## src/common/audio_pkg.sv

```systemverilog
package audio_pkg;

    ////////////////////
    // pcm and filter formats
    localparam int sample_w   = 24;                     // pcm sample bits
    localparam int coef_w     = 16;                     // q1.15 coefficient
    localparam int acc_w      = 48;                     // mac accumulator
    localparam int frac_bits  = 15;                     // acc shift before saturation
    localparam int num_taps   = 8;
    localparam int tap_addr_w = 3;                      // coef address bits
    localparam int step_w     = $clog2(num_taps + 1);   // fir sequencer count

    typedef logic signed [sample_w-1:0] sample_t;
    typedef logic signed [coef_w-1:0]   coef_t;

    localparam sample_t sample_max = {1'b0, {(sample_w - 1){1'b1}}};  // clip high
    localparam sample_t sample_min = {1'b1, {(sample_w - 1){1'b0}}};  // clip low

    ////////////////////
    // i2s framing
    localparam int bits_per_slot = 32;                  // bclk periods per channel
    localparam int slot_cnt_w    = $clog2(bits_per_slot);
    localparam int frame_cnt_w   = slot_cnt_w + 1;      // two slots per frame
    localparam int bclk_half     = 4;                   // clk cycles per bclk half
    localparam int bclk_div_w    = $clog2(bclk_half);

endpackage
```

## src/common/pcm_if.sv

```systemverilog
`timescale 1ns/1ps

interface pcm_if;
    import audio_pkg::*;

    logic    req;       // pair on left/right is valid
    logic    ack;       // pair taken by the sink
    sample_t left;
    sample_t right;

    // producer side
    modport src (
        output req,
        output left,
        output right,
        input  ack
    );

    // consumer side
    modport dst (
        input  req,
        input  left,
        input  right,
        output ack
    );

endinterface

```

## src/logic/audio_processor.sv

```systemverilog
`timescale 1ns/1ps

module audio_processor (
    input  logic                             clk,
    input  logic                             rst_n,
    input  logic                             bypass,
    input  logic                             i2s_bclk,
    input  logic                             i2s_lrclk,
    input  logic                             i2s_d,
    input  logic                             coef_we,
    input  logic [audio_pkg::tap_addr_w-1:0] coef_waddr,
    input  audio_pkg::coef_t                 coef_wdata,
    output logic                             dac_rst,
    output logic                             dac_bclk,
    output logic                             dac_lrclk,
    output logic                             dac_data,
    output logic                             overrun
);
    import audio_pkg::*;

    logic [tap_addr_w-1:0] coef_raddr;      // driven by the filter sequencer
    coef_t                 coef_rdata;

    pcm_if rx_pcm ();                       // receiver to filter
    pcm_if fir_pcm ();                      // filter to transmitter

    assign dac_rst = ~rst_n;                // dac held while the system is in reset

    i2s_rx u_i2s_rx (
        .clk       (clk),
        .rst_n     (rst_n),
        .i2s_bclk  (i2s_bclk),
        .i2s_lrclk (i2s_lrclk),
        .i2s_d     (i2s_d),
        .overrun   (overrun),
        .pcm       (rx_pcm.src)
    );

    coef_bank u_coef_bank (
        .clk   (clk),
        .rst_n (rst_n),
        .we    (coef_we),
        .waddr (coef_waddr),
        .wdata (coef_wdata),
        .raddr (coef_raddr),
        .rdata (coef_rdata)
    );

    fir_stereo u_fir_stereo (
        .clk        (clk),
        .rst_n      (rst_n),
        .bypass     (bypass),
        .coef_rdata (coef_rdata),
        .coef_raddr (coef_raddr),
        .in_pcm     (rx_pcm.dst),
        .out_pcm    (fir_pcm.src)
    );

    i2s_tx u_i2s_tx (
        .clk       (clk),
        .rst_n     (rst_n),
        .dac_bclk  (dac_bclk),
        .dac_lrclk (dac_lrclk),
        .dac_data  (dac_data),
        .pcm       (fir_pcm.dst)
    );

endmodule

```

## src/i2s/i2s_tx.sv

```systemverilog
`timescale 1ns/1ps

module i2s_tx (
    input  logic clk,
    input  logic rst_n,
    output logic dac_bclk,
    output logic dac_lrclk,
    output logic dac_data,
    pcm_if.dst   pcm
);
    import audio_pkg::*;

    logic [bclk_div_w-1:0]  div_cnt;
    logic                   bclk_fall;      // bclk goes low this cycle
    logic [frame_cnt_w-1:0] bit_cnt;        // bclk periods into the frame
    logic [frame_cnt_w-1:0] bit_nxt;
    logic [slot_cnt_w-1:0]  slot_pos;       // position of the next bit in its slot
    logic                   take;           // accept a pair at frame start
    sample_t                cur_l;          // pair of the current frame
    sample_t                cur_r;
    sample_t                next_l;
    sample_t                sr;             // msb first shifter

    assign bclk_fall = dac_bclk && (div_cnt == bclk_div_w'(bclk_half - 1));
    assign bit_nxt   = bit_cnt + 1'b1;
    assign slot_pos  = bit_nxt[slot_cnt_w-1:0];
    assign take      = bclk_fall && (bit_nxt == '0) && pcm.req && !pcm.ack;
    assign next_l    = take ? pcm.left : cur_l;

    ////////////////////
    // bit clock divider
    always_ff @(posedge clk or negedge rst_n) begin
        if (!rst_n) begin
            div_cnt  <= '0;
            dac_bclk <= 1'b0;
        end else if (div_cnt == bclk_div_w'(bclk_half - 1)) begin
            div_cnt  <= '0;
            dac_bclk <= ~dac_bclk;
        end else begin
            div_cnt  <= div_cnt + 1'b1;
        end
    end

    always_ff @(posedge clk or negedge rst_n) begin
        if (!rst_n) begin
            bit_cnt   <= '1;                    // first fall opens a frame
            dac_lrclk <= 1'b0;
            dac_data  <= 1'b0;
            cur_l     <= '0;                    // zeros until the first pair
            cur_r     <= '0;
            sr        <= '0;
            pcm.ack   <= 1'b0;
        end else begin
            if (take) begin
                cur_l   <= pcm.left;
                cur_r   <= pcm.right;
                pcm.ack <= 1'b1;
            end else if (pcm.ack && !pcm.req) begin
                pcm.ack <= 1'b0;
            end

            if (bclk_fall) begin
                bit_cnt   <= bit_nxt;
                dac_lrclk <= bit_nxt[frame_cnt_w-1];    // high in right slot
                if (slot_pos == '0) begin
                    sr       <= bit_nxt[frame_cnt_w-1] ? cur_r : next_l;
                    dac_data <= 1'b0;                   // padding of the old slot
                end else if (slot_pos <= slot_cnt_w'(sample_w)) begin
                    dac_data <= sr[sample_w-1];
                    sr       <= sr << 1;
                end else begin
                    dac_data <= 1'b0;                   // bits 25 to 32
                end
            end
        end
    end

endmodule

```

## src/i2s/i2s_rx.sv

```systemverilog
`timescale 1ns/1ps

module i2s_rx (
    input  logic clk,
    input  logic rst_n,
    input  logic i2s_bclk,
    input  logic i2s_lrclk,
    input  logic i2s_d,
    output logic overrun,
    pcm_if.src   pcm
);
    import audio_pkg::*;

    logic [1:0]            bclk_sync;       // two-flop synchronizers
    logic [1:0]            lrclk_sync;
    logic [1:0]            d_sync;
    logic                  bclk_q;          // for rising edge detect
    logic                  bclk_rise;
    logic                  ws_q;            // channel of the previous bit
    logic                  slot_edge;       // lrclk changed since the last bit
    logic                  take_bit;        // one of the 24 data bits
    logic                  word_done;       // lsb of the right channel
    logic [slot_cnt_w-1:0] bit_cnt;         // data bits taken in this slot
    sample_t               left_sr;
    sample_t               right_sr;

    ////////////////////
    // pin synchronizers
    always_ff @(posedge clk or negedge rst_n) begin
        if (!rst_n) begin
            bclk_sync  <= '0;
            lrclk_sync <= '0;
            d_sync     <= '0;
            bclk_q     <= 1'b0;
        end else begin
            bclk_sync  <= {bclk_sync[0], i2s_bclk};
            lrclk_sync <= {lrclk_sync[0], i2s_lrclk};
            d_sync     <= {d_sync[0], i2s_d};
            bclk_q     <= bclk_sync[1];
        end
    end

    assign bclk_rise = bclk_sync[1] & ~bclk_q;
    assign slot_edge = lrclk_sync[1] != ws_q;
    assign take_bit  = bclk_rise && !slot_edge && (bit_cnt != slot_cnt_w'(sample_w));
    assign word_done = take_bit && ws_q && (bit_cnt == slot_cnt_w'(sample_w - 1));

    ////////////////////
    // slot bit counter
    always_ff @(posedge clk or negedge rst_n) begin
        if (!rst_n) begin
            ws_q    <= 1'b0;
            bit_cnt <= slot_cnt_w'(sample_w);   // wait for a slot edge
        end else if (bclk_rise) begin
            ws_q <= lrclk_sync[1];
            if (slot_edge)
                bit_cnt <= '0;                  // delay bit, msb follows
            else if (take_bit)
                bit_cnt <= bit_cnt + 1'b1;      // holds after bit 24
        end
    end

    always_ff @(posedge clk) begin
        if (take_bit) begin
            if (ws_q)
                right_sr <= {right_sr[sample_w-2:0], d_sync[1]};
            else
                left_sr  <= {left_sr[sample_w-2:0], d_sync[1]};
        end
        if (word_done && !pcm.req && !pcm.ack) begin
            pcm.left  <= left_sr;
            pcm.right <= {right_sr[sample_w-2:0], d_sync[1]};  // last bit joins here
        end
    end

    ////////////////////
    // four-phase source
    always_ff @(posedge clk or negedge rst_n) begin
        if (!rst_n) begin
            pcm.req <= 1'b0;
            overrun <= 1'b0;
        end else if (word_done) begin
            if (pcm.req || pcm.ack)
                overrun <= 1'b1;                // pair dropped, sticky
            else
                pcm.req <= 1'b1;
        end else if (pcm.req && pcm.ack) begin
            pcm.req <= 1'b0;
        end
    end

endmodule

```

## src/fir/fir_stereo.sv

```systemverilog
`timescale 1ns/1ps

module fir_stereo (
    input  logic                             clk,
    input  logic                             rst_n,
    input  logic                             bypass,
    input  audio_pkg::coef_t                 coef_rdata,
    output logic [audio_pkg::tap_addr_w-1:0] coef_raddr,
    pcm_if.dst                               in_pcm,
    pcm_if.src                               out_pcm
);
    import audio_pkg::*;

    sample_t                 x_l [num_taps];    // x_l[k] is x[n-k]
    sample_t                 x_r [num_taps];
    logic signed [acc_w-1:0] acc_l;
    logic signed [acc_w-1:0] acc_r;
    logic                    run;               // mac sequence active
    logic                    fin;               // saturation cycle
    logic [step_w-1:0]       step;              // 0 is the first fetch
    logic [tap_addr_w-1:0]   mac_idx;           // tap of the coef on coef_rdata
    logic                    accept;

    // shift out the fraction and clip to the sample range
    function automatic sample_t sat(input logic signed [acc_w-1:0] acc);
        logic signed [acc_w-1:0] shifted;
        shifted = acc >>> frac_bits;
        if (shifted > sample_max)
            return sample_max;
        if (shifted < sample_min)
            return sample_min;
        return shifted[sample_w-1:0];
    endfunction

    assign mac_idx = tap_addr_w'(step - 1'b1);
    assign accept  = !run && !fin && in_pcm.req && !in_pcm.ack
                     && !out_pcm.req && !out_pcm.ack;  // hold input under back-pressure

    always_ff @(posedge clk or negedge rst_n) begin
        if (!rst_n) begin
            for (int i = 0; i < num_taps; i++) begin
                x_l[i] <= '0;
                x_r[i] <= '0;
            end
            acc_l         <= '0;
            acc_r         <= '0;
            run           <= 1'b0;
            fin           <= 1'b0;
            step          <= '0;
            coef_raddr    <= '0;
            in_pcm.ack    <= 1'b0;
            out_pcm.req   <= 1'b0;
            out_pcm.left  <= '0;
            out_pcm.right <= '0;
        end else begin
            ////////////////////
            // input side, delay line shift
            if (accept) begin
                x_l[0] <= in_pcm.left;
                x_r[0] <= in_pcm.right;
                for (int i = 1; i < num_taps; i++) begin
                    x_l[i] <= x_l[i-1];
                    x_r[i] <= x_r[i-1];
                end
                in_pcm.ack <= 1'b1;
                run        <= 1'b1;
                step       <= '0;
                coef_raddr <= '0;
                acc_l      <= '0;
                acc_r      <= '0;
            end else if (in_pcm.ack && !in_pcm.req) begin
                in_pcm.ack <= 1'b0;
            end

            ////////////////////
            // multiply-accumulate, one tap per cycle
            if (run) begin
                coef_raddr <= coef_raddr + 1'b1;    // wraps after the last tap
                step       <= step + 1'b1;
                if (step != '0) begin
                    acc_l <= acc_l + coef_rdata * x_l[mac_idx];
                    acc_r <= acc_r + coef_rdata * x_r[mac_idx];
                end
                if (step == step_w'(num_taps)) begin
                    run <= 1'b0;
                    fin <= 1'b1;
                end
            end

            ////////////////////
            // output side
            if (fin) begin
                fin           <= 1'b0;
                out_pcm.req   <= 1'b1;
                out_pcm.left  <= bypass ? x_l[0] : sat(acc_l);  // x_l[0] is the raw input
                out_pcm.right <= bypass ? x_r[0] : sat(acc_r);
            end else if (out_pcm.req && out_pcm.ack) begin
                out_pcm.req <= 1'b0;
            end
        end
    end

endmodule

```

## src/fir/coef_bank.sv

```systemverilog
`timescale 1ns/1ps

module coef_bank (
    input  logic                            clk,
    input  logic                            rst_n,
    input  logic                            we,
    input  logic [audio_pkg::tap_addr_w-1:0] waddr,
    input  audio_pkg::coef_t                wdata,
    input  logic [audio_pkg::tap_addr_w-1:0] raddr,
    output audio_pkg::coef_t                rdata
);
    import audio_pkg::*;

    coef_t coef_q [num_taps];           // one word per tap, shared by both channels

    ////////////////////
    // write port and registered read
    always_ff @(posedge clk or negedge rst_n) begin
        if (!rst_n) begin
            for (int i = 0; i < num_taps; i++) begin
                coef_q[i] <= '0;        // filter mutes until loaded
            end
            rdata <= '0;
        end else begin
            if (we)
                coef_q[waddr] <= wdata;
            rdata <= coef_q[raddr];     // valid one cycle after raddr
        end
    end

endmodule

```

## config.mk

```make
export PLATFORM = sky130hd
export DESIGN_NAME = audio_processor
export DESIGN_NICKNAME = d
export VERILOG_FILES = /design/src/common/audio_pkg.sv /design/src/common/pcm_if.sv /design/src/logic/audio_processor.sv /design/src/i2s/i2s_tx.sv /design/src/i2s/i2s_rx.sv /design/src/fir/fir_stereo.sv /design/src/fir/coef_bank.sv
export SDC_FILE = /design/constraint.sdc
export NUM_CORES = 2
export LEC_CHECK = 0
export ABC_CLOCK_PERIOD_IN_PS = 13450
export BUFFER_PORTS_ARGS = -buffer_cell sky130_fd_sc_hd__buf_2
export CAP_MARGIN = 20
export CORE_MARGIN = 8
export CORE_UTILIZATION = 45
export CTS_BUF_LIST = sky130_fd_sc_hd__clkbuf_4 sky130_fd_sc_hd__clkbuf_8
export DETAILED_ROUTE_END_ITERATION = 6
export GPL_TIMING_DRIVEN = 0
export PLACE_DENSITY = 0.69
export SYNTH_ARGS = -nofsm -noshare
export SYNTH_HDL_FRONTEND = slang
export SYNTH_SLANG_ARGS = --single-unit
```

## constraint.sdc

```tcl
create_clock -name clk -period 13.45 [get_ports clk]
set_input_delay 0.6725 -clock clk [delete_from_list [all_inputs] [get_ports clk]]
set_output_delay 0.6725 -clock clk [all_outputs]
set_load 0.02 [all_outputs]
```

==> flow_metrics.env <==
export IMPL_r2r_start="u_fir_stereo.step[0]"
export IMPL_crit_path_max_fanout=10
export IMPL_die_w_um=411
export IMPL_ys_async_sr_fraction=0.892
export IMPL_wl_per_cell_um=21.6
export IMPL_synth_distinct_cells=79
export IMPL_hold_path_end="u_coef_bank.coef_q[50]"
export IMPL_clk_path_buf_depth=3
export IMPL_finalSetupViolCount=0
export IMPL_hold_slack_ps=113
export IMPL_wl_um=203000
export IMPL_die_area_um2=169000
export IMPL_areaGrowthSynthToFinish_pct=9.47
export IMPL_synth_area_leaders="dfrtp_1, fa_1, nand2_1"
export IMPL_finalSetupTns_ps=0
export IMPL_clkPwrFrac=0.400
export IMPL_initial_core_util=0.451
export IMPL_hold_depth=2
export IMPL_intPower_uw=4580
export IMPL_grt_pass1_vias=53600
export IMPL_finClkSkew_ps=65.2
export IMPL_clk_latency_ps=910
export IMPL_fmax_mhz=82.1
export IMPL_swShare=0.300
export IMPL_dr_total_vias=50700
export IMPL_ir_worst_vdd_mv=0.142
export IMPL_synth_area_leader_cell="dfrtp_1"
export IMPL_htreeDepth=4
export IMPL_yosys_warnings=0
export IMPL_root_buffer="clkbuf_8"
export IMPL_p_leak_uw=0.0388
export IMPL_post_dp_hpwl_um=161000
export IMPL_drc=0
export IMPL_worstHoldPathType="primary input to register"
export IMPL_grt_start_max_net_pins=130
export IMPL_netlist_instances=6983
export IMPL_endpoint_kind="register"
export IMPL_antenna_found_initial=9
export IMPL_rsz0062_at_grt="false"
export IMPL_core_area_um2=155000
export IMPL_yosysTopAreaCellShare=0.276
export IMPL_path_clk_slew_ps=60
export IMPL_reg2regPathDepth=32
export IMPL_power_frac_comb=0.162
export IMPL_synth_area_per_cell_um2=10.0
export IMPL_crit_slowest_cell="clkbuf_1"
export IMPL_crit_top_cell="fa_1"
export IMPL_cts_tree="done"
export IMPL_synth_top_flop_cell="dfrtp_1"
export IMPL_crit_required_ps=14240
export IMPL_overflow=0
export IMPL_cts_inserted_buffers=149
export IMPL_post_dp_cell_area_um2=73400
export IMPL_p_sw_uw=1970
export IMPL_io_pins=31
export IMPL_status="finished clean"
export IMPL_rows=145
export IMPL_drt_vias_per_instance=5.40
export IMPL_yosysSeqAreaShare=0.320
export IMPL_postRouteAntennaNets=0
export IMPL_layout_min_cycle_time_ps=12170
export IMPL_reg2reg_slack_ps=1280
export IMPL_fp_dieH_um=411
export IMPL_hold_viol_final=0
export IMPL_critPathMaxStageDelay_ps=840
export IMPL_place_gp_congestion=0.977
export IMPL_dr_pass1_iters=5
export IMPL_report_final_slew_viol_count=0
export IMPL_syn_area_um2=70100
export IMPL_startpoint_type="register"
export IMPL_pwr_share_seq=0.438
export IMPL_fin_crit_sh=0.905
export IMPL_relSlewSlack=0.197
export IMPL_fin_area_um2=76700
export IMPL_maxCapViolCount=0
export IMPL_io_buffers=26
export IMPL_worst_hold_startpoint="coef_wdata[2]"
export IMPL_cts_sinks=877
export IMPL_syn_nets=8179
export IMPL_track_usage=0.243
export IMPL_first_iter_violations=4579
export IMPL_worst_pin_slew_ps=1200
export IMPL_critPathKind="register to register"
export IMPL_p_per_area_nw_per_um2=85.3
export IMPL_regToRegEndpoint="u_fir_stereo.acc_r[44]"
export IMPL_drive_above_1_share=0.103
export IMPL_synth_edf_count=95
export IMPL_nets=8398
export IMPL_grt_pass1_wl_um=316000
export IMPL_worstPathArrival_ps=12970
export IMPL_yosys_register_bits=877
## worst max-delay path by stage
stage / startpoint / to / slack (ps) / cells past startpoint
2_1_floorplan: u_fir_stereo.step[0] / u_fir_stereo.acc_l[43] / 4600 / 32
3_3_place_gp: rst_n / u_fir_stereo.acc_l[7] / -5090 / 1
3_5_place_dp: u_fir_stereo.step[0] / u_fir_stereo.acc_l[37] / 1280 / 32
4_1_cts: u_fir_stereo.step[0] / u_fir_stereo.acc_l[37] / 1280 / 32
5_1_grt: u_fir_stereo.step[0] / u_fir_stereo.acc_l[37] / 840 / 32
6_report: u_fir_stereo.step[0] / u_fir_stereo.acc_r[44] / 1280 / 32
## cell usage after synthesis, drive strengths merged, types with 10 or more instances
| cell | count |
|---|---|
| nor3b | 11 |
| a21o | 57 |
| edfxtp | 95 |
| mux4 | 128 |
| nand2b | 49 |
| and3 | 18 |
| and2 | 280 |
| nand4 | 23 |
| mux2i | 36 |
| a31oi | 17 |
| xnor2 | 47 |
| nand2 | 1697 |
| a211oi | 12 |
| fa | 900 |
| xor2 | 42 |
| a22o | 14 |
| buf | 31 |
| ha | 270 |
| dfrtp | 774 |
| inv | 1070 |
| o21bai | 10 |
| clkbuf | 318 |
| o31ai | 12 |
| a21oi | 186 |
| nor2b | 73 |
| nand3 | 35 |
| o21ai | 138 |
| o21a | 11 |
| mux2 | 259 |
| nor3 | 19 |
| o211ai | 17 |
| nor2 | 240 |
## area by class of cell
class	count	area, um^2
clock inverters	28	382
diodes	10	25.0
plain buffers	349	1340
repair buffers	68	772
multi-input cells	4686	42300
clock buffers	236	2850
inverters	1071	4020
well taps	2058	2570
flip-flops and latches	877	22400
fillers	14000	78700
## worst max-delay path, delay by kind of cell, from the launching register on
kind	cells	cell delay (ps)
buf+inv	12	4310
flops	1	360
mux	2	830
fa+ha+maj	8	3650
compound gates	7	2420
simple gates	3	490
## metrics by stage
| stage | setup WS (ps) | instances | util | power, uW |
|---|---|---|---|---|
| 2_1_floorplan | 4600 | 6983 | - | 3490 |
| 3_3_place_gp | -5090 | 9067 | 0.468 | 3910 |
| 6_report | 1280 | 9383 | 0.494 | 6540 |
| 5_1_grt | 844 | 9375 | 0.493 | 6800 |
| 3_5_place_dp | 1280 | 9100 | 0.472 | 3930 |
| 4_1_cts | 1280 | 9368 | 0.493 | 6570 |
## repair_timing
item                                   CTS  global route
endpoints found under the hold margin   72             0
hold buffers                             4             0
buffers inserted                         0             0
resized for setup                        0             0
## cell families after synthesis
| logic type | after synthesis | share of synthesized area |
|---|---|---|
| mux | 423 | 0.0891 |
| simple gates | 2482 | 0.153 |
| buf+inv | 1420 | 0.0765 |
| flops | 877 | 0.320 |
| xor+xnor | 89 | 0.0114 |
| compound gates | 522 | 0.0451 |
| fa+ha+maj | 1170 | 0.305 |
## per-layer routing
metal	GRT usage	vias up	share of wire
met3	0.0500	516	0.083
met5	0	-	0
li1	-	22200	-
met4	0.128	0	0.060
met2	0.380	2139	0.45
met1	0.322	25900	0.40
## sequential cells by signal (all words and copies together) (netlist names), 48 cells and up
name                flops
u_coef_bank.coef_q    128
u_fir_stereo.acc_l     48
u_fir_stereo.acc_r     48
u_fir_stereo.x_l      192
u_fir_stereo.x_r      192
## cell usage in the layout, fill, tap and decap left out, types with 35 or more instances in the layout
cell / n
nand2b_1: 49
mux4_2: 128
inv_1: 1070
a21o_1: 57
edfxtp_1: 95
o21ai_0: 108
fa_1: 900
nor2_1: 240
ha_1: 270
xor2_1: 41
clkbuf_1: 318
xnor2_1: 47
and2_1: 280
dfrtp_1: 774
clkbuf_8: 173
nor2b_1: 73
mux2_2: 236
clkbuf_4: 64
a21oi_1: 186
nand2_1: 1696
buf_2: 35
## power by group through the flow
| stage | Clock [uW] | Combinational [uW] | Sequential, uW |
|---|---|---|---|
| 2_1_floorplan | 0 | 625 | 2870 |
| 4_1_cts | 2670 | 1040 | 2860 |
| 3_5_place_dp | 0 | 1020 | 2910 |
| 5_1_grt | 2780 | 1140 | 2870 |
| 3_3_place_gp | 0 | 1010 | 2900 |
| 6_report | 2620 | 1060 | 2860 |
No activity file was read; power rests on OpenSTA's default activity.
